[config.mk]
export PLATFORM = sky130hd
export DESIGN_NAME = gmem_write_ctrl
export DESIGN_NICKNAME = d
export VERILOG_FILES = /design/src/gmem_cfg_pkg.sv /design/src/gmem_axi_pkg.sv /design/src/gmem_write_ctrl.sv
export SDC_FILE = /design/constraint.sdc
export NUM_CORES = 1
export LEC_CHECK = 0
export CAP_MARGIN = 10
export CORE_UTILIZATION = 27
export CTS_BUF_LIST = sky130_fd_sc_hd__clkbuf_16
export CTS_CLUSTER_SIZE = 12
export DETAILED_ROUTE_END_ITERATION = 16
export DONT_BUFFER_PORTS = 1
export PLACE_DENSITY = 0.45
export SLEW_MARGIN = 20
export SYNTH_ARGS = -nofsm -noshare
export SYNTH_HDL_FRONTEND = slang
export SYNTH_SLANG_ARGS = --single-unit
[constraint.sdc]
create_clock -name clk -period 6.1 [get_ports clk]
set_input_delay 0.61 -clock clk [delete_from_list [all_inputs] [get_ports clk]]
set_output_delay 0.61 -clock clk [all_outputs]
set_load 0.03 [all_outputs]
[src/gmem_cfg_pkg.sv]
`default_nettype none

package gmem_cfg_pkg;

   // word and bus geometry
   localparam int GMEM_DATA_W = 64;
   localparam int GMEM_STRB_W = GMEM_DATA_W / 8;
   localparam int GMEM_ADDR_W = 32;
   localparam int ID_W = 4;
   localparam int LEN_W = 8;

   // 1024 words of storage
   localparam int MEM_WORDS_W = 10;
   localparam int MEM_WORDS = 1 << MEM_WORDS_W;

   localparam logic [GMEM_ADDR_W-1:0] ADDR_OFFSET = 'h1000_0000;
   localparam int WORD_SHIFT = 3;

   // write address queue of 8 entries
   localparam int AWQ_DEPTH_W = 3;
   localparam logic [AWQ_DEPTH_W:0] AWQ_DEPTH = 1 << AWQ_DEPTH_W;

   typedef enum logic {
      wr_get_address,
      wr_data
   } write_state_e;

   typedef enum logic {
      rd_idle,
      rd_send
   } read_state_e;

   // byte address to word index with wrap modulo the array depth
   function automatic logic [MEM_WORDS_W-1:0] word_index(input logic [GMEM_ADDR_W-1:0] addr);
      logic [GMEM_ADDR_W-1:0] rel;
      rel = addr - ADDR_OFFSET;
      return rel[WORD_SHIFT +: MEM_WORDS_W];
   endfunction

endpackage

`default_nettype wire
[src/gmem_axi_pkg.sv]
`default_nettype none

package gmem_axi_pkg;

   // shared by AR and AW
   typedef struct packed {
      logic [gmem_cfg_pkg::GMEM_ADDR_W-1:0] addr;
      logic [gmem_cfg_pkg::LEN_W-1:0]       len;
      logic [gmem_cfg_pkg::ID_W-1:0]        id;
   } addr_req_t;

   typedef struct packed {
      logic [gmem_cfg_pkg::GMEM_DATA_W-1:0] data;
      logic [gmem_cfg_pkg::GMEM_STRB_W-1:0] strb;
      logic                                 last;
   } w_beat_t;

   typedef struct packed {
      logic [gmem_cfg_pkg::GMEM_DATA_W-1:0] data;
      logic                                 last;
      logic [gmem_cfg_pkg::ID_W-1:0]        id;
   } r_beat_t;

   // B carries only the id
   typedef struct packed {
      logic [gmem_cfg_pkg::ID_W-1:0] id;
   } b_resp_t;

endpackage

`default_nettype wire

[src/gmem_write_ctrl.sv]
`default_nettype none

module gmem_write_ctrl (
   input  logic                                   clk,
   input  logic                                   nrst,
   input  gmem_axi_pkg::addr_req_t                head,
   input  logic                                   not_empty,
   output logic                                   pop,
   input  gmem_axi_pkg::w_beat_t                  w,
   input  logic                                   wvalid,
   output logic                                   wready,
   output gmem_axi_pkg::b_resp_t                  b,
   output logic                                   bvalid,
   input  logic                                   bready,
   output logic                                   wr_en,
   output logic [gmem_cfg_pkg::MEM_WORDS_W-1:0]   wr_index,
   output logic [gmem_cfg_pkg::GMEM_DATA_W-1:0]   wr_data,
   output logic [gmem_cfg_pkg::GMEM_STRB_W-1:0]   wr_strb
);

   gmem_cfg_pkg::write_state_e state;

   logic [gmem_cfg_pkg::MEM_WORDS_W-1:0] cur_index;
   logic [gmem_cfg_pkg::ID_W-1:0]        cur_id;

   // completed burst ids waiting for B
   logic [gmem_cfg_pkg::ID_W-1:0] bid_buf [2];
   logic                          bid_wr_ptr;
   logic                          bid_rd_ptr;
   logic [1:0]                    bid_count;

   logic w_fire;
   logic b_fire;
   logic burst_done;
   logic take_head;

   assign wready     = (state == gmem_cfg_pkg::wr_data) && (bid_count != 2'd2);
   assign w_fire     = wvalid && wready;
   assign burst_done = w_fire && w.last;
   assign take_head  = not_empty && ((state == gmem_cfg_pkg::wr_get_address) || burst_done);
   assign pop        = take_head;

   assign bvalid = bid_count != 2'd0;
   assign b_fire = bvalid && bready;
   assign b.id   = bid_buf[bid_rd_ptr];

   always_ff @(posedge clk) begin
      if (nrst) begin
         state <= gmem_cfg_pkg::wr_get_address;
      end else if (take_head) begin
         state <= gmem_cfg_pkg::wr_data;
      end else if (burst_done) begin
         state <= gmem_cfg_pkg::wr_get_address;
      end
   end

   // next burst overrides the increment on its last beat
   always_ff @(posedge clk) begin
      if (take_head) begin
         cur_index <= gmem_cfg_pkg::word_index(head.addr);
         cur_id    <= head.id;
      end else if (w_fire) begin
         cur_index <= cur_index + 1'b1;
      end
   end

   // array write one edge after the handshake
   always_ff @(posedge clk) begin
      if (nrst) begin
         wr_en <= 1'b0;
      end else begin
         wr_en <= w_fire;
      end
   end

   always_ff @(posedge clk) begin
      if (w_fire) begin
         wr_index <= cur_index;
         wr_data  <= w.data;
         wr_strb  <= w.strb;
      end
   end

   always_ff @(posedge clk) begin
      if (nrst) begin
         bid_wr_ptr <= 1'b0;
         bid_rd_ptr <= 1'b0;
         bid_count  <= 2'd0;
      end else begin
         if (burst_done) begin
            bid_wr_ptr <= !bid_wr_ptr;
         end
         if (b_fire) begin
            bid_rd_ptr <= !bid_rd_ptr;
         end
         case ({burst_done, b_fire})
            2'b10: bid_count <= bid_count + 1'b1;
            2'b01: bid_count <= bid_count - 1'b1;
            default: bid_count <= bid_count;
         endcase
      end
   end

   always_ff @(posedge clk) begin
      if (burst_done) begin
         bid_buf[bid_wr_ptr] <= cur_id;
      end
   end

endmodule

`default_nettype wire

==> qor.log <==
qor: clocking.clock_tree_from_tritoncts yes
qor: floorplan.core 13830 sq um
qor: worst_hold_path.worstHoldPathType in -> reg
qor: grt.number_of_global_route_vias_before_repair 1527
qor: route.drtAntennaViolNets 0
qor: placed_design.pre_cts_slack 3632 ps
qor: timing.unrepaired_setup_endpoints_after_global_routing no
qor: worst_setup_path.critPathMaxFanout 42
qor: yosys.ys_seq_elements 111
qor: placed_design.finalWeightedCongestion 0.6694
qor: clocking.clkSlewWorstSetupHoldPaths 70 ps
qor: yosys.ys_top_cells_by_area sky130_fd_sc_hd__edfxtp_1, sky130_fd_sc_hd__dfxtp_1, sky130_fd_sc_hd__mux2_4
qor: timing.finalHoldViolations 0
qor: route.drt_drc_violations_left 0
qor: timing.drv_slew 0
qor: worst_setup_path.required 6080 ps
qor: yosys.post-synth-top-area-cell sky130_fd_sc_hd__edfxtp_1
qor: grt.largest_net_degree_at_the_start_of_global_routing 43
qor: grt.overall_global_routing_usage 9.323%
qor: floorplan.die_w 120.7 um
qor: yosys.yosysUniqueCellTypes 26
qor: timing.fin_crit_sh 39.63%
qor: grt.antenna_found_initial 0
qor: power_and_ir_drop.power.net_switching 0.0003857 W
qor: power_and_ir_drop.static-leakage-power 1.414 nW
qor: clocking.cts-root-buf sky130_fd_sc_hd__clkbuf_16
qor: yosys.synth_area_per_cell 21.03 sq um
qor: clocking.post_cts_hold_buffer_count 0
qor: flow_run.max-cap-violations 0
qor: floorplan.ioPinCount 212
qor: finish.post_route_cells_drive_above_1_share 18.27%
qor: timing.final.setup.tns 0 ps
qor: timing.setup_slack 3682 ps
qor: clocking.numCtsBuffers 9
qor: route.dr_iter_0_viols 120
qor: floorplan.floorplan.initialDensity 27.53%
qor: timing.fin_hold_ws 320.5 ps
qor: timing.max_clock_freq 0.4136 GHz
qor: power_and_ir_drop.power.sequential.fraction 59.8%
qor: worst_setup_path.timing.critical_path.from bid_count[0]
qor: yosys.syn_inst 181
qor: clocking.postCtsResizedCells 0
qor: route.via_count 1581
qor: finish.area_growth_syn_to_layout 13.38%
qor: clocking.clkLatencyLatePin 340 ps
qor: grt.grt_first_pass_wirelength 9.604 mm
qor: floorplan.core_rows 43
qor: grt.grt_overflow 0
qor: power_and_ir_drop.share_clk_of_total_power 35.2%
qor: finish.final_antenna_diode_count 0
qor: yosys.synth.cell_area 3806 sq um
qor: floorplan.die_y 120.7 um
qor: power_and_ir_drop.internal_power 0.001203 W
qor: worst_setup_path.worstSetupStartpointType flip-flop
qor: yosys.syn_nets 305
qor: timing.timing.final.crit_period 2418 ps
qor: placed_design.detailedPlacementHpwl 5.080 mm
qor: run_status.outcome finished, final reports clean
qor: route.routed_wire_length_per_instance 18.50 um
qor: power_and_ir_drop.p_per_area 368.2 nW/um^2
qor: route.via_per_inst 4.194
qor: clocking.cts_buffer_depth 2
qor: yosys.synth.yosys.seq_area_share 85.73%
qor: power_and_ir_drop.irDropWorstVdd 0.1091 mV
qor: yosys.ys.warnings.count 0
qor: timing.finalSetupViolCount 0
qor: worst_setup_path.timing.critical_path.to_type flip-flop
qor: worst_setup_path.r2r_start bid_count[0]
qor: clocking.cts_setup_buffers 0
qor: timing.maxSlewHeadroom 51.95%
qor: power_and_ir_drop.total_power 0.001589 W
qor: finish.filler_cells_inserted 1321
qor: finish.finish.net_count 316
qor: worst_setup_path.timing.critical_path.arrival 2400 ps
qor: timing.worst_slew_pin_slew 719.9 ps
qor: timing.finClkSkew 8.441 ps
qor: power_and_ir_drop.netSwitchingFraction 24.27%
qor: worst_hold_path.holdCritStartpoint nrst
qor: clocking.clock-sinks 111
qor: clocking.cts.htree.levels 3
qor: route.totalWireLength 6.975 mm
qor: route.first_pass_drt_iterations 3
qor: yosys.synth.top_cell.area_share 82.05%
qor: worst_setup_path.critPathKind reg -> reg
qor: placed_design.numPortBuffers 0
qor: power_and_ir_drop.combinationalPowerShare 5.0%
qor: floorplan.floorplan.die_area 14580 sq um
-- metal layers --
metal  vias up  track usage, %  wire length, um
met5         -               0                0
met4         0           4.398               54
met3         4           5.283              660
met2       119           14.44             3383
met1       752           10.31             2876
li1        706               -                -
-- registers in the layout (all words and copies together) (netlist names), named ones only --
register / count
bid_buf: 8
bid_count: 2
bid_rd_ptr: 1
bid_wr_ptr: 1
cur_id: 4
cur_index: 10
state: 1
wr_data: 64
wr_en: 1
wr_index: 10
wr_strb: 8
-- synth_stat cells --
| cell | instances |
|---|---|
| sky130_fd_sc_hd__mux2_4 | 7 |
| sky130_fd_sc_hd__nand2b_4 | 1 |
| sky130_fd_sc_hd__nand2_1 | 6 |
| sky130_fd_sc_hd__inv_1 | 8 |
| sky130_fd_sc_hd__edfxtp_1 | 104 |
| sky130_fd_sc_hd__mux2i_1 | 1 |
| sky130_fd_sc_hd__and2_1 | 1 |
| sky130_fd_sc_hd__xor2_1 | 5 |
| sky130_fd_sc_hd__nor4_1 | 1 |
| sky130_fd_sc_hd__or2_2 | 1 |
| sky130_fd_sc_hd__nor3_1 | 2 |
| sky130_fd_sc_hd__o21ai_0 | 1 |
| sky130_fd_sc_hd__mux2_2 | 6 |
| sky130_fd_sc_hd__nand2_4 | 1 |
| sky130_fd_sc_hd__dfxtp_1 | 7 |
| sky130_fd_sc_hd__a31o_4 | 1 |
| sky130_fd_sc_hd__nand3_1 | 2 |
| sky130_fd_sc_hd__xnor2_1 | 7 |
| sky130_fd_sc_hd__and2_2 | 1 |
| sky130_fd_sc_hd__ha_1 | 2 |
| sky130_fd_sc_hd__nand3_2 | 1 |
| sky130_fd_sc_hd__nor2_1 | 9 |
| sky130_fd_sc_hd__nand4_1 | 2 |
| sky130_fd_sc_hd__a21oi_1 | 2 |
| sky130_fd_sc_hd__buf_6 | 1 |
| sky130_fd_sc_hd__or3_1 | 1 |
-- stage by stage --
step	util (%)	cells	area (sq um)
after floorplan	-	181	3806
after global placement	29.14	361	4029
after detailed placement	29.14	361	4029
after CTS	31.21	377	4315
after global routing	31.21	377	4315
final	31.21	377	4315
-- logic make-up after synthesis --
group / Yosys count / share of synthesized area (%)
AND/OR/NAND/NOR: 29 / 4.109
buffers and inverters: 9 / 1.085
adder cells (fa/ha/maj): 2 / 0.6574
flip-flops: 111 / 85.73
AO/OA/AOI/OAI: 4 / 0.8547
XOR/XNOR: 12 / 2.761
multiplexers: 14 / 4.799
-- power by group through the flow --
stage / registers, W / clock network (W) / logic (W)
2_1_floorplan: 0.000960 / 0 / 0.0000696
3_3_place_gp: 0.000967 / 0 / 0.0000808
3_5_place_dp: 0.000968 / 0 / 0.0000813
4_1_cts: 0.000951 / 0.000588 / 0.0000817
5_1_grt: 0.000955 / 0.000612 / 0.0000888
6_report: 0.000950 / 0.000559 / 0.0000797
-- path summary, 6_finish.rpt --
kind / end / slack (ps) / cells past startpoint
max: wr_data[1] / 3680 / 5
max reg2reg: wr_data[1] / 3680 / 5
min reg2reg: bid_buf[0][2] / 450 / 0
min: state / 320 / 1
-- final cells by class --
| type | instances | area, sq um | area share [%] |
|---|---|---|---|
| sequential | 111 | 3263 | 75.62 |
| multi-input combinational | 61 | 501.7 | 11.63 |
| clock buffer | 9 | 225.2 | 5.219 |
| tap | 180 | 225.2 | 5.219 |
| clock inverter | 7 | 61.31 | 1.421 |
| inverter | 8 | 31.28 | 0.7248 |
| timing repair buffer | 1 | 7.507 | 0.1740 |
-- worst max-delay path: stages (launching register included) --
cell	delay (ps)
sky130_fd_sc_hd__dfxtp_1	390
sky130_fd_sc_hd__nand2b_4	170
sky130_fd_sc_hd__and2_2	250
sky130_fd_sc_hd__nand2_1	140
sky130_fd_sc_hd__clkinv_2	520
sky130_fd_sc_hd__buf_4	550
-- cells in the final DEF (no fill, tap or decap) --
| master | count |
|---|---|
| sky130_fd_sc_hd__clkinv_1 | 1 |
| sky130_fd_sc_hd__nand3_1 | 2 |
| sky130_fd_sc_hd__clkinv_4 | 2 |
| sky130_fd_sc_hd__inv_8 | 2 |
| sky130_fd_sc_hd__o21ai_0 | 1 |
| sky130_fd_sc_hd__nand4_1 | 2 |
| sky130_fd_sc_hd__inv_1 | 7 |
| sky130_fd_sc_hd__mux2_2 | 6 |
| sky130_fd_sc_hd__or2_2 | 1 |
| sky130_fd_sc_hd__a21oi_1 | 2 |
| sky130_fd_sc_hd__nor3_1 | 2 |
| sky130_fd_sc_hd__nor2_1 | 9 |
| sky130_fd_sc_hd__mux2i_1 | 1 |
| sky130_fd_sc_hd__or3_1 | 1 |
| sky130_fd_sc_hd__and2_2 | 1 |
| sky130_fd_sc_hd__edfxtp_1 | 104 |
| sky130_fd_sc_hd__inv_6 | 2 |
| sky130_fd_sc_hd__a31o_4 | 1 |
| sky130_fd_sc_hd__xor2_1 | 5 |
| sky130_fd_sc_hd__and2_1 | 1 |
| sky130_fd_sc_hd__nand3_2 | 1 |
| sky130_fd_sc_hd__nand2_1 | 6 |
| sky130_fd_sc_hd__nor4_1 | 1 |
| sky130_fd_sc_hd__mux2_4 | 7 |
| sky130_fd_sc_hd__nand2b_4 | 1 |
| sky130_fd_sc_hd__ha_1 | 2 |
| sky130_fd_sc_hd__clkbuf_16 | 9 |
| sky130_fd_sc_hd__dfxtp_1 | 7 |
| sky130_fd_sc_hd__nand2_4 | 1 |
| sky130_fd_sc_hd__xnor2_1 | 7 |
| sky130_fd_sc_hd__buf_4 | 1 |
| sky130_fd_sc_hd__clkinv_2 | 1 |
No activity file was read; power rests on OpenSTA's default activity.
