===== config.mk =====
export PLATFORM = sky130hd
export DESIGN_NAME = gmem_aw_queue
export DESIGN_NICKNAME = d
export VERILOG_FILES = /design/src/gmem_cfg_pkg.sv /design/src/gmem_axi_pkg.sv /design/src/gmem_aw_queue.sv
export SDC_FILE = /design/constraint.sdc
export NUM_CORES = 1
export LEC_CHECK = 0
export ABC_AREA = 1
export BUFFER_PORTS_ARGS = -buffer_cell sky130_fd_sc_hd__buf_2
export CAP_MARGIN = 40
export CORE_MARGIN = 5
export CORE_UTILIZATION = 60
export DETAILED_ROUTE_END_ITERATION = 7
export HOLD_SLACK_MARGIN = 0.1
export MAX_ROUTING_LAYER = met4
export PLACE_DENSITY = 0.89
export SLEW_MARGIN = 20
export SYNTH_ARGS = -nofsm -noshare
export SYNTH_HDL_FRONTEND = slang
export SYNTH_SLANG_ARGS = --single-unit

===== constraint.sdc =====
create_clock -name clk -period 3.8 [get_ports clk]
set_input_delay 0.76 -clock clk [delete_from_list [all_inputs] [get_ports clk]]
set_output_delay 0.76 -clock clk [all_outputs]
set_load 0.005 [all_outputs]

===== src/gmem_cfg_pkg.sv =====
`default_nettype none

package gmem_cfg_pkg;

   // word and bus geometry
   localparam int GMEM_DATA_W = 64;
   localparam int GMEM_STRB_W = GMEM_DATA_W / 8;
   localparam int GMEM_ADDR_W = 32;
   localparam int ID_W = 4;
   localparam int LEN_W = 8;

   // 1024 words of storage
   localparam int MEM_WORDS_W = 10;
   localparam int MEM_WORDS = 1 << MEM_WORDS_W;

   localparam logic [GMEM_ADDR_W-1:0] ADDR_OFFSET = 'h1000_0000;
   localparam int WORD_SHIFT = 3;

   // write address queue of 8 entries
   localparam int AWQ_DEPTH_W = 3;
   localparam logic [AWQ_DEPTH_W:0] AWQ_DEPTH = 1 << AWQ_DEPTH_W;

   typedef enum logic {
      wr_get_address,
      wr_data
   } write_state_e;

   typedef enum logic {
      rd_idle,
      rd_send
   } read_state_e;

   // byte address to word index with wrap modulo the array depth
   function automatic logic [MEM_WORDS_W-1:0] word_index(input logic [GMEM_ADDR_W-1:0] addr);
      logic [GMEM_ADDR_W-1:0] rel;
      rel = addr - ADDR_OFFSET;
      return rel[WORD_SHIFT +: MEM_WORDS_W];
   endfunction

endpackage

`default_nettype wire

===== src/gmem_axi_pkg.sv =====
`default_nettype none

package gmem_axi_pkg;

   // shared by AR and AW
   typedef struct packed {
      logic [gmem_cfg_pkg::GMEM_ADDR_W-1:0] addr;
      logic [gmem_cfg_pkg::LEN_W-1:0]       len;
      logic [gmem_cfg_pkg::ID_W-1:0]        id;
   } addr_req_t;

   typedef struct packed {
      logic [gmem_cfg_pkg::GMEM_DATA_W-1:0] data;
      logic [gmem_cfg_pkg::GMEM_STRB_W-1:0] strb;
      logic                                 last;
   } w_beat_t;

   typedef struct packed {
      logic [gmem_cfg_pkg::GMEM_DATA_W-1:0] data;
      logic                                 last;
      logic [gmem_cfg_pkg::ID_W-1:0]        id;
   } r_beat_t;

   // B carries only the id
   typedef struct packed {
      logic [gmem_cfg_pkg::ID_W-1:0] id;
   } b_resp_t;

endpackage

`default_nettype wire


===== src/gmem_aw_queue.sv =====
`default_nettype none

module gmem_aw_queue (
   input  logic                    clk,
   input  logic                    nrst,
   input  gmem_axi_pkg::addr_req_t aw,
   input  logic                    awvalid,
   output logic                    awready,
   output gmem_axi_pkg::addr_req_t head,
   output logic                    not_empty,
   input  logic                    pop
);

   gmem_axi_pkg::addr_req_t entries [gmem_cfg_pkg::AWQ_DEPTH];

   logic [gmem_cfg_pkg::AWQ_DEPTH_W-1:0] wr_ptr;
   logic [gmem_cfg_pkg::AWQ_DEPTH_W-1:0] rd_ptr;
   logic [gmem_cfg_pkg::AWQ_DEPTH_W:0]   count;
   logic [gmem_cfg_pkg::AWQ_DEPTH_W:0]   count_next;
   logic                                 push;

   assign push = awvalid && awready;
   assign head = entries[rd_ptr];

   always_comb begin
      count_next = count;
      case ({push, pop})
         2'b10: count_next = count + 1'b1;
         2'b01: count_next = count - 1'b1;
         default: count_next = count;
      endcase
   end

   // flags registered from the next fill level
   always_ff @(posedge clk) begin
      if (nrst) begin
         wr_ptr    <= '0;
         rd_ptr    <= '0;
         count     <= '0;
         awready   <= 1'b0;
         not_empty <= 1'b0;
      end else begin
         if (push) begin
            wr_ptr <= wr_ptr + 1'b1;
         end
         if (pop) begin
            rd_ptr <= rd_ptr + 1'b1;
         end
         count     <= count_next;
         awready   <= count_next != gmem_cfg_pkg::AWQ_DEPTH;
         not_empty <= count_next != '0;
      end
   end

   always_ff @(posedge clk) begin
      if (push) begin
         entries[wr_ptr] <= aw;
      end
   end

endmodule

`default_nettype wire


==> results of run 1 <==
worst max-delay path: cells and delay by family, from the launching register on:
| kind | cells | cell delay (ps) |
|---|---|---|
| AO/OA/AOI/OAI | 2 | 420 |
| buffers and inverters | 2 | 580 |
| flip-flops | 1 | 800 |
| AND/OR/NAND/NOR | 2 | 240 |
Yosys cell counts:
| master | count |
|---|---|
| edfxtp_1 | 352 |
| nor2_1 | 281 |
| nand2_1 | 154 |
| o21ai_0 | 91 |
| o32ai_1 | 88 |
| clkbuf_1 | 32 |
| buf_2 | 18 |
| dfxtp_1 | 15 |
| inv_1 | 14 |
| nand3_1 | 10 |
| a21oi_1 | 8 |
| buf_4 | 8 |
| buf_6 | 6 |
| ha_1 | 5 |
| buf_1 | 3 |
| or2_2 | 2 |
| xnor2_1 | 2 |
| clkinv_1 | 1 |
| inv_2 | 1 |
| mux2i_1 | 1 |
| xor2_1 | 1 |
kinds of logic after synthesis:
family | count (synthesis)
AO/OA/AOI/OAI | 187
multiplexers | 1
XOR/XNOR | 3
buffers and inverters | 83
adder cells (fa/ha/maj) | 5
flip-flops | 367
AND/OR/NAND/NOR | 447
area by class of cell:
class                      instances  area (um^2)
tap                              319          399
clock inverter                    18         96.3
timing repair buffer             114          723
clock buffer                      43          937
antenna                            4         10.0
inverter                          16         62.6
fill                            1485         7240
sequential                       367        10900
multi-input combinational        643         3120
metrics by stage:
step | instance area, um^2 | total power [mW]
CTS | 16200 | 9.09
floorplan | 14300 | 5.53
global placement | 15200 | 5.91
detailed placement | 15200 | 5.96
global route | 16200 | 9.37
finish | 16200 | 9.05
placed cells by master, fill, tap and decap left out, drive strengths merged:
cell type / synthesis / final
clkbuf: 32 / 43
clkinvlp: 0 / 1
dfxtp: 15 / 15
diode: 0 / 4
o32ai: 88 / 88
ha: 5 / 5
or2: 2 / 2
inv: 15 / 16
nand3: 10 / 10
edfxtp: 352 / 352
nor2: 281 / 281
xnor2: 2 / 2
a21oi: 8 / 8
o21ai: 91 / 91
clkinv: 1 / 17
xor2: 1 / 1
nand2: 154 / 154
mux2i: 1 / 1
buf: 35 / 114
state kept, by name, indices dropped and copies added (netlist names), named ones only:
name / cells
awready: 1
count: 4
entries: 352
not_empty: 1
rd_ptr: 3
wr_ptr: 3
worst paths after layout:
check	from	to	slack, ps	cells after the start
hold reg to reg	wr_ptr[0]	wr_ptr[0]	500	2
setup reg to reg	awready	entries[2][43]	1730	5
hold / removal	wr_ptr[0]	wr_ptr[0]	500	2
setup / recovery	flop	head[11]	460	6
where the power goes:
part	internal (mW)	switching, mW
Sequential	4.68	0.0845
Clock	1.75	1.40
Combinational	0.379	0.744
layer usage:
| metal | share of wire [%] | up-vias |
|---|---|---|
| met3 | 7.5 | 67 |
| met1 | 38 | 4389 |
| met4 | 2.8 | 0 |
| met5 | 0 | - |
| li1 | - | 4140 |
| met2 | 52 | 395 |
==> run_results.csv, run 1 <==
group,metric,value,unit
setup_path,worstSetupEndpointType,"primary output",
grt,antenna_found_initial,3,
floorplanning,rows,56,
floorplanning,ios,94,
cells_and_area,syn_to_final_growth,13.2,%
grt,met1_usage,28.9,%
timing,setup-tns-final,0,ps
setup_path,crit_type,"reg2out",
synth,syn_area_per_cell,13.1,um^2
synth,ys_warn_count,0,
floorplanning,fp.dieW,165,um
power_and_ir_drop,power_density,557,mW/mm^2
detailed_routing,detail-route-antenna-nets,0,
detailed_routing,routed_wirelength,31000,um
synth,synth_compound_area_share,8.83,%
grt,grt_overflow,0,
synth,synth-seq-cells,367,
timing,report.final.slew_viol_count,0,
setup_path,cp.arrival,2580,ps
detailed_routing,drc,0,
synth,synth_top_area_share,73.7,%
timing,fmax,299,MHz
clocking,cts_setup_buffers,0,
cells_and_area,fin_nets,1230,
min_path,worstHoldPathType,"reg2reg",
placed_design,dp_slack,1090,ps
job,drv_cap,0,
detailed_routing,wire_per_inst,20.3,um
setup_path,crit_path_start_kind,"flop",
setup_path,critical-path-max-stage-delay,800,ps
placed_design,gp_congestion,0.752,
grt,grt.met2_usage,39.6,%
timing,worst_pin_slew,776,ps
timing,hold_viol_final,0,
timing,setup_slack,460,ps
power_and_ir_drop,p_leak,5.65,nW
synth,synth_cell_type_count,21,
clocking,numCtsBuffers,35,
timing,grt_setup_unrepaired,"no",
clocking,cts_root_buf,"clkbuf_16",
synth,synth_top_family_by_area,"simple AND/OR/NAND/NOR gates",
synth,synth_xor_area_share,0.183,%
synth,yosys-top-cells-area,"edfxtp_1 (74%), nor2_1 (7.4%), o32ai_1 (5.4%), nand2_1 (4.0%), o21ai_0 (3.2%)",
clocking,postCtsHoldBufs,0,
timing,relSlewSlack,48.3,%
synth,netlist_instances,1093,
grt,grt_max_degree,177,
synth,yosys.area_share.simple,11.8,%
grt,grt-busiest-layer,"met2",
grt,grt_use_total,23.3,%
grt,grtUsageMet3,3.74,%
run_status,status,"complete, no violations",
grt,first_global_vias,8938,
timing,skew,20.8,ps
synth,synth_area_leader_cell,"edfxtp_1",
placed_design,port-buffer-count,93,
detailed_routing,dr.pass1.iters,6,
detailed_routing,routed_via_density,5.90,
cells_and_area,drive_gt1_share,14.5,%
floorplanning,core,0.0235,mm^2
clocking,cts_tree,"done",
synth,postSynthNetCount,1146,
clocking,post_cts_resized,0,
timing,setup_viol,0,
timing,min_period,3340,ps
synth,yosys.area_share.adder,0.436,%
synth,synth.area.mux_share,0.0698,%
synth,mappedNetlistArea,0.0143,mm^2
setup_path,cp_slowest_cell,"dfxtp_4",
floorplanning,dieHeight,165,um
clocking,cts-htree-levels,2,
grt,grt_pass1_wl,47100,um
cells_and_area,final_cells,1524,
power_and_ir_drop,peakVddDrop,0.000418,V
detailed_routing,drt_iter0_drc,1158,
timing,fin_crit_sh,87.9,%
synth,seq_area_frac_synth,75.8,%
setup_path,cp_max_fo,66,
floorplanning,fp.dieArea,0.0271,mm^2
detailed_routing,vias,8991,
floorplanning,initial_utilization,61.1,%
placed_design,dp_cells,1459,
cells_and_area,fin_util,69.1,%
clocking,clk_pin_slew,60,ps
clocking,clock_sinks,367,
setup_path,cp_cell_sequence,"buf_4, o21ai_0, o32ai_1, nand2_1, nand2_1, buf_2",
setup_path,worstPathRequired,3040,ps
clocking,insertion_delay,520,ps
timing,hold_ws,496,ps
clocking,cts_buffer_depth,3,
placed_design,dp_hpwl,17000,um
setup_path,path_common_cell,"nand2_1",
Power figures use the tool's default switching activity.
==> run 2: changes to the inputs <==
--- a/config.mk
+++ b/config.mk
@@ -13,7 +13,7 @@
 export DETAILED_ROUTE_END_ITERATION = 7
 export HOLD_SLACK_MARGIN = 0.1
 export MAX_ROUTING_LAYER = met4
-export PLACE_DENSITY = 0.89
+export PLACE_DENSITY_LB_ADDON = 0.05
 export SLEW_MARGIN = 20
 export SYNTH_ARGS = -nofsm -noshare
 export SYNTH_HDL_FRONTEND = slang
==> run 2 against run 1 <==
  * Sequential cell count stayed put
  * Design area up 1.1%
  * Sequential power about the same
  * First-iteration DRC count down 47%
  * Non-clock buffer count decreased by 1
  * Global-route usage is 0.71 points lower
  * Sequential share of layout area down 0.74 points
  * Clock power up 18%
  * Via count fell by 3.1%
  * Die area is the same
  * Clock skew shrank 12 ps
  * Utilization is 0.77 points higher
  * Critical endpoint is now head[19]
  * Highest routed layer unchanged
==> run_results.csv, run 2 (same netlist as run 1, synthesis figures left out) <==
group,metric,value,unit
clocking,cts_buffer_depth,3,
timing,report.final.slew_viol_count,0,
clocking,cts-htree-levels,2,
clocking,cts_setup_buffers,0,
setup_path,r2r_slack,1650,ps
setup_path,crit_path_start_kind,"flop",
job,drv_cap,0,
clocking,post_cts_resized,0,
cells_and_area,reg_top3,"entries: 352 flops, count: 4 flops",
placed_design,dp_hpwl,15000,um
timing,setup_viol,0,
floorplanning,rows,56,
power_and_ir_drop,switching_share,23.1,%
grt,grt_max_degree,109,
grt,grt_pass1_wl,45700,um
timing,skew,8.98,ps
setup_path,cp.arrival,2460,ps
detailed_routing,dr.pass1.iters,5,
power_and_ir_drop,p_leak,5.74,nW
setup_path,r2r_cells,5,
grt,antenna_found_initial,3,
clocking,clock_sinks,367,
cells_and_area,syn_to_final_growth,14.4,%
floorplanning,initial_utilization,61.1,%
timing,setup_slack,578,ps
setup_path,r2r-start,"awready",
floorplanning,fp.dieW,165,um
cells_and_area,layout.cells.most_common,"edfxtp_1",
grt,grt_use_total,22.6,%
power_and_ir_drop,peakVddDrop,0.000511,V
detailed_routing,drc,0,
setup_path,cp_max_fo,68,
power_and_ir_drop,seqPwrFrac,49.9,%
timing,min_period,3220,ps
power_and_ir_drop,p_int,7.36,mW
cells_and_area,drive_gt1_share,14.8,%
clocking,postCtsHoldBufs,0,
setup_path,r2r-end,"entries[6][27]",
clocking,cts_root_buf,"clkbuf_16",
min_path,worstHoldPathType,"reg2reg",
grt,grt_overflow,0,
setup_path,worstPathRequired,3040,ps
detailed_routing,vias,8716,
clocking,clk_pin_slew,60,ps
timing,fin_crit_sh,84.8,%
grt,first_global_vias,8501,
timing,fmax,310,MHz
placed_design,gp_congestion,0.734,
timing,relSlewSlack,45.2,%
placed_design,dp_slack,1070,ps
floorplanning,fp.dieArea,0.0271,mm^2
detailed_routing,routed_wirelength,29100,um
floorplanning,ios,94,
cells_and_area,largest_register_ff_count,352,
cells_and_area,fin_nets,1233,
floorplanning,dieHeight,165,um
floorplanning,core,0.0235,mm^2
cells_and_area,fillers,1644,
cells_and_area,multi_input_area,0.00312,mm^2
clocking,numCtsBuffers,39,
power_and_ir_drop,pwr-share-comb,11.2,%
clocking,insertion_delay,510,ps
timing,worst_pin_slew,823,ps
timing,setup-tns-final,0,ps
placed_design,port-buffer-count,93,
timing,grt_setup_unrepaired,"no",
power_and_ir_drop,power_frac_clock,38.9,%
cells_and_area,layout_common_cells,"edfxtp_1 (352), nor2_1 (273), nand2_1 (154), buf_2 (93), o21ai_0 (91)",
timing,hold_viol_final,0,
setup_path,cp-endpoint,"head[19]",
power_and_ir_drop,p_switching,2.21,mW
cells_and_area,largest_register,"entries",
clocking,cts_tree,"done",
detailed_routing,drt_iter0_drc,615,
detailed_routing,wire_per_inst,19.0,um
setup_path,crit_type,"reg2out",
setup_path,worstSetupEndpointType,"primary output",
detailed_routing,detail-route-antenna-nets,0,
run_status,status,"complete, no violations",
cells_and_area,regArea,0.0109,mm^2
detailed_routing,routed_via_density,5.69,
power_and_ir_drop,power_density,583,mW/mm^2
## run 2: worst min path at each step
| stage | start | end | slack, ps | depth (start not counted) |
|---|---|---|---|---|
| 2_1_floorplan | wr_ptr[0] | wr_ptr[0] | 460 | 2 |
| 3_3_place_gp | rd_ptr[2] | flop | 500 | 2 |
| 3_5_place_dp | wr_ptr[0] | wr_ptr[0] | 490 | 2 |
| 4_1_cts | aw[2] | entries[2][2] | 500 | 1 |
| 5_1_grt | aw[25] | entries[0][25] | 510 | 1 |
| 6_report | wr_ptr[0] | wr_ptr[0] | 500 | 2 |
## run 2: per-layer routing
layer / up-vias / wire, um / GRT usage, %
met5: - / 0 / -
met4: 0 / 452 / 5.18
met3: 40 / 1520 / 3.52
met2: 229 / 14700 / 37.8
met1: 4286 / 12400 / 29.9
li1: 4161 / - / -
## run 2: layout make-up
class / instances / share of cell area, %
Timing Repair Buffer: 113 / 4.06
Tap cell: 319 / 2.43
Antenna cell: 3 / 0.0457
Inverter: 16 / 0.381
Clock inverter: 21 / 1.33
Clock buffer: 49 / 6.44
Multi-Input combinational cell: 643 / 19.0
Sequential cell: 367 / 66.3
## run 2: through the flow
| step | area (um^2) | hold slack, ps | utilization (%) | instances | power (mW) |
|---|---|---|---|---|---|
| 2_1_floorplan | 14300 | 463 | - | 1093 | 5.53 |
| 3_3_place_gp | 15100 | 497 | 64.4 | 1458 | 5.92 |
| 3_5_place_dp | 15100 | 490 | 64.4 | 1458 | 5.95 |
| 4_1_cts | 16400 | 496 | 69.9 | 1528 | 9.65 |
| 5_1_grt | 16400 | 505 | 69.9 | 1531 | 9.97 |
| 6_report | 16400 | 500 | 69.9 | 1531 | 9.57 |
## run 2: worst max-delay path: stages (launching register included)
cell	delay, ps
dfxtp_4	520
inv_4	130
buf_4	560
nor2_1	90
o32ai_1	240
nand2_1	100
nand2_1	110
buf_2	110
## run 2: power by group through the flow
stage                     logic [mW]  registers, mW  clock network, mW
after floorplan                0.694           4.83                  0
after global placement          1.06           4.86                  0
after detailed placement        1.08           4.86                  0
after CTS                       1.09           4.78               3.78
after global routing            1.21           4.80               3.96
final                           1.07           4.78               3.72
