File: src/gmem_cfg_pkg.sv
`default_nettype none

package gmem_cfg_pkg;

   // word and bus geometry
   localparam int GMEM_DATA_W = 64;
   localparam int GMEM_STRB_W = GMEM_DATA_W / 8;
   localparam int GMEM_ADDR_W = 32;
   localparam int ID_W = 4;
   localparam int LEN_W = 8;

   // 1024 words of storage
   localparam int MEM_WORDS_W = 10;
   localparam int MEM_WORDS = 1 << MEM_WORDS_W;

   localparam logic [GMEM_ADDR_W-1:0] ADDR_OFFSET = 'h1000_0000;
   localparam int WORD_SHIFT = 3;

   // write address queue of 8 entries
   localparam int AWQ_DEPTH_W = 3;
   localparam logic [AWQ_DEPTH_W:0] AWQ_DEPTH = 1 << AWQ_DEPTH_W;

   typedef enum logic {
      wr_get_address,
      wr_data
   } write_state_e;

   typedef enum logic {
      rd_idle,
      rd_send
   } read_state_e;

   // byte address to word index with wrap modulo the array depth
   function automatic logic [MEM_WORDS_W-1:0] word_index(input logic [GMEM_ADDR_W-1:0] addr);
      logic [GMEM_ADDR_W-1:0] rel;
      rel = addr - ADDR_OFFSET;
      return rel[WORD_SHIFT +: MEM_WORDS_W];
   endfunction

endpackage

`default_nettype wire
File: src/gmem_axi_pkg.sv
`default_nettype none

package gmem_axi_pkg;

   // shared by AR and AW
   typedef struct packed {
      logic [gmem_cfg_pkg::GMEM_ADDR_W-1:0] addr;
      logic [gmem_cfg_pkg::LEN_W-1:0]       len;
      logic [gmem_cfg_pkg::ID_W-1:0]        id;
   } addr_req_t;

   typedef struct packed {
      logic [gmem_cfg_pkg::GMEM_DATA_W-1:0] data;
      logic [gmem_cfg_pkg::GMEM_STRB_W-1:0] strb;
      logic                                 last;
   } w_beat_t;

   typedef struct packed {
      logic [gmem_cfg_pkg::GMEM_DATA_W-1:0] data;
      logic                                 last;
      logic [gmem_cfg_pkg::ID_W-1:0]        id;
   } r_beat_t;

   // B carries only the id
   typedef struct packed {
      logic [gmem_cfg_pkg::ID_W-1:0] id;
   } b_resp_t;

endpackage

`default_nettype wire

File: src/gmem_read_ctrl.sv
`default_nettype none

module gmem_read_ctrl (
   input  logic                                 clk,
   input  logic                                 nrst,
   input  gmem_axi_pkg::addr_req_t              ar,
   input  logic                                 arvalid,
   output logic                                 arready,
   output gmem_axi_pkg::r_beat_t                r,
   output logic                                 rvalid,
   input  logic                                 rready,
   output logic                                 rd_en,
   output logic [gmem_cfg_pkg::MEM_WORDS_W-1:0] rd_index,
   input  logic [gmem_cfg_pkg::GMEM_DATA_W-1:0] rd_data
);

   gmem_cfg_pkg::read_state_e state;

   logic [gmem_cfg_pkg::MEM_WORDS_W-1:0] rd_idx;
   logic [gmem_cfg_pkg::LEN_W-1:0]       burst_len;
   logic [gmem_cfg_pkg::LEN_W-1:0]       issue_cnt;
   logic [gmem_cfg_pkg::ID_W-1:0]        burst_id;

   logic issue_done;
   logic issued_q;
   logic issued_last;
   logic slot_free;
   logic ar_fire;
   logic r_fire;

   assign slot_free = !rvalid || rready;
   assign ar_fire   = arvalid && arready;
   assign r_fire    = rvalid && rready;
   assign rd_en     = (state == gmem_cfg_pkg::rd_send) && !issue_done && slot_free;
   assign rd_index  = rd_idx;

   always_ff @(posedge clk) begin
      if (nrst) begin
         state      <= gmem_cfg_pkg::rd_idle;
         arready    <= 1'b0;
         rvalid     <= 1'b0;
         issue_done <= 1'b0;
         issued_q   <= 1'b0;
      end else begin
         // one-cycle pulse per request
         arready <= (state == gmem_cfg_pkg::rd_idle) && arvalid && !arready;
         case (state)
            gmem_cfg_pkg::rd_idle: begin
               if (ar_fire) begin
                  state      <= gmem_cfg_pkg::rd_send;
                  issue_done <= 1'b0;
               end
            end
            gmem_cfg_pkg::rd_send: begin
               if (rd_en && issue_cnt == burst_len) begin
                  issue_done <= 1'b1;
               end
               if (r_fire && r.last) begin
                  state <= gmem_cfg_pkg::rd_idle;
               end
            end
            default: state <= gmem_cfg_pkg::rd_idle;
         endcase
         // array output holds a pending word until the slot frees
         issued_q <= rd_en || (issued_q && !slot_free);
         if (issued_q && slot_free) begin
            rvalid <= 1'b1;
         end else if (rready) begin
            rvalid <= 1'b0;
         end
      end
   end

   always_ff @(posedge clk) begin
      if (ar_fire) begin
         rd_idx    <= gmem_cfg_pkg::word_index(ar.addr);
         burst_len <= ar.len;
         burst_id  <= ar.id;
         issue_cnt <= '0;
      end else if (rd_en) begin
         rd_idx    <= rd_idx + 1'b1;
         issue_cnt <= issue_cnt + 1'b1;
      end
      if (rd_en) begin
         issued_last <= issue_cnt == burst_len;
      end
      if (issued_q && slot_free) begin
         r.data <= rd_data;
         r.last <= issued_last;
         r.id   <= burst_id;
      end
   end

endmodule

`default_nettype wire

File: config.mk
export PLATFORM = sky130hd
export DESIGN_NAME = gmem_read_ctrl
export DESIGN_NICKNAME = d
export VERILOG_FILES = /design/src/gmem_cfg_pkg.sv /design/src/gmem_axi_pkg.sv /design/src/gmem_read_ctrl.sv
export SDC_FILE = /design/constraint.sdc
export NUM_CORES = 1
export LEC_CHECK = 0
export CAP_MARGIN = 5
export CORE_ASPECT_RATIO = 1.25
export CORE_UTILIZATION = 65
export CTS_CLUSTER_SIZE = 20
export DETAILED_ROUTE_END_ITERATION = 6
export DONT_BUFFER_PORTS = 1
export GPL_ROUTABILITY_DRIVEN = 0
export PLACE_DENSITY = 0.81
export SLEW_MARGIN = 30
export SYNTH_ARGS = -nofsm -noshare
export SYNTH_HDL_FRONTEND = slang
export SYNTH_SLANG_ARGS = --single-unit
export TNS_END_PERCENT = 1
File: constraint.sdc
create_clock -name clk -period 11.9 [get_ports clk]
set_input_delay 0 -clock clk [delete_from_list [all_inputs] [get_ports clk]]
set_output_delay 0 -clock clk [all_outputs]
set_load 0.02 [all_outputs]
==> summary.txt, run 1 <==
Route
  – Vias post-DR: ~2300
  – Antenna Nets Post-Route: 0
  – WL final: 9160 um
  – DRC violations left: 0
  – Initial DRT Pass Iterations: 5
  – DRT iter0 DRCs: between 100 and 150
  – Wire per inst: between 20 and 25 um
  – Via density: about 6

Min path
  – Worst hold path class: in2reg
  – Hold Path Stages: 3

STA
  – Fin crit share: between 20 and 25%
  – Final min period: about 2400 ps
  – Final Hold Vio Count: 0
  – Fmax: roughly 0.42 GHz
  – RSZ-0062 raised after global routing: no
  – Hold_ws: between 150 and 200 ps
  – Slew HR: ~38%
  – Fin Clk Skew: roughly 12 ps
  – Slew Limit Fails: 0
  – Final WS setup: around 9500 ps
  – Worst-Margin Slew: 927 ps
  – Total negative slack: 0 ps
  – Final setup fails: 0

CTS
  – Clk pin slew, worst setup/hold paths: approximately 100 ps
  – Worst skew pair latency: between 300 and 400 ps
  – Clock Tree Buf Depth: 2
  – Post-CTS setup buffer count: 0
  – Htree depth: 3
  – Inserted Clock Buffers: 9
  – TritonCTS clock tree: built
  – Clk Tree Root Cell: clkbuf_8
  – Clock Sinks: 105

Global routing
  – Grt ovf: 0
  – First-pass GRT wire length: 12800 um
  – GRT Overall Usage: 32.2%
  – Vias in the first global route: about 2300
  – Largest net degree at the start of global routing: 70
  – Initial antenna violation count: 0

Yosys
  – Cell taking the most area after synthesis: edfxtp_1
  – Most common cell in the synthesized netlist: edfxtp_1
  – Post-Synthesis Cells: 210
  – Post-synthesis register bit count: ~110
  – Asr flop ratio synth: 0%
  – Synth top area cells: edfxtp_1, dfxtp_1, xnor2_1, nand2_1, o21ai_0
  – Post-synth EDFFs: between 90 and 100
  – Net count after synthesis: 324
  – Seq/Total Area, Yosys: just over 80%
  – Mean Syn Cell Area: about 17 um^2
  – Synth Warn #: 0
  – Mapped Area: about 3600 um^2
  – Ys flop type: edfxtp_1
  – Post-synth top area share: roughly three quarters
  – Post-synthesis cell type count: 28
  – Most frequent cells after synthesis: edfxtp_1, nand2_1, xnor2_1

Cells and area
  – Fin nets: about 430
  – ANT cells: 0
  – Layout fillers: 220
  – Area Overhead vs Synth: 32.3%
  – Design area: 4810 um^2
  – Layout cell share with drive strength beyond 1: 7.28%
  – Final cell count without fillers: 380

Floorplanning
  – Die X: between 60 and 70 um
  – Die height: between 80 and 90 um
  – Initial Util: about two thirds
  – Die Footprint: 5900 um^2
  – Cell row count: 30
  – Core Region: roughly 5400 um^2
  – Top Ports: roughly 190

Setup path
  – Crit Path Max Fanout: 38
  – CP required: between 10000 and 15000 ps
  – CP Capture Type: flip-flop
  – Startpoint types: flip-flop
  – R2R depth: 5
  – CP arrival: approximately 2700 ps
  – Critical path type: reg2reg

Placement
  – PortBufs: 0
  – Post-DP HPWL: between 5000 and 6000 um
  – DP Area: ~3700 um^2
  – Placed cells: between 200 and 300
  – Dpl ws: around 9600 ps

Job
  – Max_cap viols: 0

Power and ir drop
  – Pwr dens: approximately 140 nW/um^2
  – Peak VDD IR: 0.136 mV
  – Leak pwr: 1.61 nW

Outcome
  – Run status: completed
## per-layer routing
metal  vias up  GRT usage (%)  wire length (um)
met1      1101           34.4              2960
li1        988              -                 -
met3        26           11.2              1020
met2       188           56.0              4910
met4         0           13.7               266
met5         -              0                 0
## final timing paths
check / slack (ps) / from / end
max: 9510 / arready / state
min: 180 / arvalid / rd_index[1]
max reg2reg: 9510 / arready / state
min reg2reg: 440 / burst_id[2] / r[2]
## stage by stage
| stage | power [W] | util [%] |
|---|---|---|
| 3_5_place_dp | 0.000470 | 69.0 |
| 2_1_floorplan | 0.000462 | - |
| 4_1_cts | 0.000684 | 89.0 |
| 6_report | 0.000690 | 89.0 |
| 5_1_grt | 0.000712 | 89.0 |
| 3_3_place_gp | 0.000467 | 69.0 |
## sequential cells by signal (all words and copies together), names as in the netlist, named ones only
| register | cells |
|---|---|
| arready | 1 |
| burst_id | 4 |
| burst_len | 8 |
| issue_cnt | 8 |
| issue_done | 1 |
| issued_last | 1 |
| r | 69 |
| rd_index | 10 |
| rvalid | 1 |
| state | 1 |
## critical path, stage by stage, from the launching register on
cell           delay (ps)
dfxtp_1               490
nand2_1               310
inv_2                 570
o21ai_0               240
nor2_1                140
dlygate4sd3_1         570
## placed cells by master, fill, tap and decap left out, types with 3 or more instances in the layout
cell type / n
xnor2_1: 15
o21ai_0: 12
edfxtp_1: 92
a21oi_1: 6
clkbuf_8: 9
xor2_1: 3
nor3_1: 4
nand4_1: 3
nor2_1: 13
nand2_1: 21
dfxtp_1: 13
dlygate4sd3_1: 90
nand3_1: 3
## power by group
group | total, W | leakage (nW) | switching (W) | internal, W
clock | 0.000200 | 0.0892 | 0.000122 | 0.0000780
sequential | 0.000436 | 0.942 | 0.0000203 | 0.000415
combinational | 0.0000540 | 0.581 | 0.0000225 | 0.0000315
## cell type report
class                   instances  area [um^2]  share of cell area (%)
multi-input cells             100          601                    12.5
clock inverters                 7         53.8                    1.12
flip-flops and latches        105         3020                    62.9
well taps                      64         80.1                    1.67
clock buffers                   9          124                    2.58
inverters                       3         11.3                   0.234
repair buffers                 92          916                    19.0
## kinds of logic (layout without fill, tap and decap cells)
logic type      count (synthesis)  after routing  synth area share, %
fa+ha+maj                       2              2                0.688
xor+xnor                       18             18                 4.34
mux                             1              1                0.275
buf+inv                         5            111                0.516
compound gates                 23             23                 3.68
simple gates                   56             56                 7.33
flops                         105            105                 83.2
## repair_timing
action                     in CTS  in global routing
hold endpoints to repair       91                  0
resized for setup               0                  0
setup endpoints to repair       0                  0
hold buffers                   90                  0
Power figures use the tool's default switching activity.
==> inputs of run 2 (changes only) <==
Settings changed: ABC_AREA from default to 1, CORE_UTILIZATION 65 to 62, PLACE_DENSITY 0.81 to 0.78.
Clock period 11.9 ns to 2.2 ns, I/O delays scaled along.
==> summary.txt, run 2 <==
STA
  – Final setup fails: 0
  – RSZ-0062 raised after global routing: no
  – Final min period: about 1700 ps
  – Final Hold Vio Count: 0
  – Total negative slack: 0 ps
  – Slew Limit Fails: 0
  – Slew HR: roughly 66%
  – Fmax: about 0.6 GHz
  – Fin crit share: 76.9%
  – Fin Clk Skew: roughly 15 ps
  – Worst-Margin Slew: roughly 520 ps
  – Hold_ws: roughly 95 ps

Route
  – WL final: approximately 8600 um
  – Antenna Nets Post-Route: 0
  – Wire per inst: 18.8 um
  – Via density: between 5 and 6
  – DRT iter0 DRCs: between 150 and 200
  – Vias post-DR: 2434
  – Initial DRT Pass Iterations: 4
  – DRC violations left: 0

CTS
  – Post-CTS setup buffer count: 0
  – Clock Tree Buf Depth: 2
  – TritonCTS clock tree: built
  – Worst skew pair latency: between 300 and 400 ps
  – Inserted Clock Buffers: 9
  – Clk pin slew, worst setup/hold paths: 90 ps
  – Clock Sinks: around 110
  – Clk Tree Root Cell: clkbuf_8
  – Htree depth: 3

Cells and area
  – Most common cell after layout, fill and taps aside: edfxtp_1
  – Largest register FFs: 69
  – Multi-input gate area: between 600 and 700 um^2
  – Layout fillers: slightly below 300
  – Fin nets: 485
  – Area Overhead vs Synth: 31.6%
  – Layout cell share with drive strength beyond 1: 7.71%
  – Biggest register: r
  – ANT cells: 0
  – FF/Latch Area: slightly above 3000 um^2
  – Most frequent cells in the layout: edfxtp_1, dlygate4sd3_1, nand2_1

Yosys
  – Post-synthesis register bit count: ~110
  – Post-synth EDFFs: 92
  – Xor/xnor share of the synthesized area: 1.15%
  – Area fraction in and, or, nand and nor cells after synthesis: between 10% and 20%
  – Mapped Area: between 3000 and 4000 um^2
  – Post-synthesis mux area share: 0%
  – Most frequent cells after synthesis: edfxtp_1, nand2_1, inv_1
  – Cell taking the most area after synthesis: edfxtp_1
  – Ys flop type: edfxtp_1
  – Compound-gate portion of the synthesized area: around 3.4%
  – Mean Syn Cell Area: ~14 um^2
  – Largest family of logic cells by synthesized area: simple AND/OR/NAND/NOR gates
  – Asr flop ratio synth: 0%
  – Most common cell in the synthesized netlist: edfxtp_1
  – Post-synth top area share: between 70% and 80%
  – Synth Warn #: 0
  – Post-Synth Adder-Cell Area: 0.658%
  – Post-Synthesis Cells: 272
  – Synth top area cells: edfxtp_1, dfxtp_1, nand2_1, inv_1, a21oi_1
  – Net count after synthesis: around 390
  – Seq/Total Area, Yosys: 79.4%
  – Post-synthesis cell type count: 26

Setup path
  – Crit Path Max Fanout: 29
  – CP Capture Type: flip-flop
  – Setup slack, reg-to-reg: approximately 510 ps
  – CP required: 2280 ps
  – CP arrival: ~1800 ps
  – Startpoint types: flip-flop
  – Critical path type: reg2reg

Floorplanning
  – Die Footprint: 6460 um^2
  – Core Region: ~5900 um^2
  – Initial Util: around 65%
  – Cell row count: 31
  – Top Ports: 194
  – Die height: around 90 um
  – Die X: between 70 and 80 um

Min path
  – Worst hold path class: in2reg

Power and ir drop
  – Leak pwr: 1.85 nW
  – Pwr dens: around 750 nW/um^2
  – Peak VDD IR: ~0.64 mV

Global routing
  – GRT Overall Usage: 27.3%
  – Largest net degree at the start of global routing: 70
  – Grt ovf: 0
  – Vias in the first global route: 2315
  – Initial antenna violation count: 0
  – First-pass GRT wire length: 12500 um

Outcome
  – Run status: completed

Placement
  – PortBufs: 0
  – Post-DP HPWL: between 4000 and 5000 um

Job
  – Max_cap viols: 0
[run 2: changes by cell type after synthesis, sizes merged, moves of 2 or more]
| cell | previous run | this run |
|---|---|---|
| nand2 | 21 | 70 |
| nor2 | 13 | 9 |
| nand3 | 3 | 12 |
| buf | 0 | 3 |
| a21oi | 6 | 12 |
| a31o | 2 | 0 |
| xnor2 | 15 | 3 |
| inv | 2 | 31 |
| nor2b | 2 | 0 |
| and3 | 2 | 0 |
| or3 | 2 | 0 |
[run 2: critical path, stage by stage (launching register included)]
cell and delay, ps:
dfxtp_1 490, nand2_1 260, inv_2 460, o21ai_0 210
[run 2: timing repair]
| item | 4_1_cts | 5_1_grt |
|---|---|---|
| resized for setup | 0 | 0 |
| hold buffers | 90 | 0 |
| endpoints found under the hold margin | 91 | 0 |
[run 2: path summary, 6_finish.rpt]
| path | startpoint | to | cells after the start |
|---|---|---|---|
| min | arvalid | rd_index[1] | 3 |
| max | arready | rd_index[2] | 3 |
| max reg2reg | arready | rd_index[2] | 3 |
| min reg2reg | burst_id[1] | r[1] | 0 |
[run 2: logic make-up after synthesis]
| group | count (synthesis) |
|---|---|
| flip-flops | 105 |
| AND/OR/NAND/NOR | 100 |
| buffers and inverters | 35 |
| AO/OA/AOI/OAI | 25 |
| XOR/XNOR | 5 |
| adder cells (fa/ha/maj) | 2 |
[run 2: stage by stage]
stage	instances	utilization, %	setup slack, ps	total power (W)	cell area, um^2
after floorplan	272	-	185	0.00250	3810
after global placement	352	66.9	559	0.00254	3920
after detailed placement	352	66.9	533	0.00255	3920
after CTS	458	85.5	515	0.00375	5010
after global routing	458	85.5	364	0.00388	5010
final	458	85.5	509	0.00376	5010
[run 2: power by group]
group	switching, W	leakage [nW]	internal [W]	total [W]
Clock	0.000676	0.0925	0.000435	0.00111
Combinational	0.000144	0.819	0.000159	0.000303
Sequential	0.000102	0.943	0.00224	0.00235
Total	0.000922	1.85	0.00284	0.00376
[run 2: per-layer routing]
layer	part of all wire (%)	GRT usage, %	vias to the layer above	wire, um
li1	-	-	1140	-
met3	8.9	8.37	14	762
met2	56	50.2	129	4800
met4	1.6	9.98	0	137
met1	34	29.9	1151	2910
met5	0	0	-	0
[run 2: cell type report]
class                           count  area share [%]
Multi-Input combinational cell    132            12.9
Inverter                           31            2.32
Sequential cell                   105            60.4
Tap cell                           82            2.05
Clock buffer                        9            2.47
Timing Repair Buffer               92            18.5
Clock inverter                      7            1.30
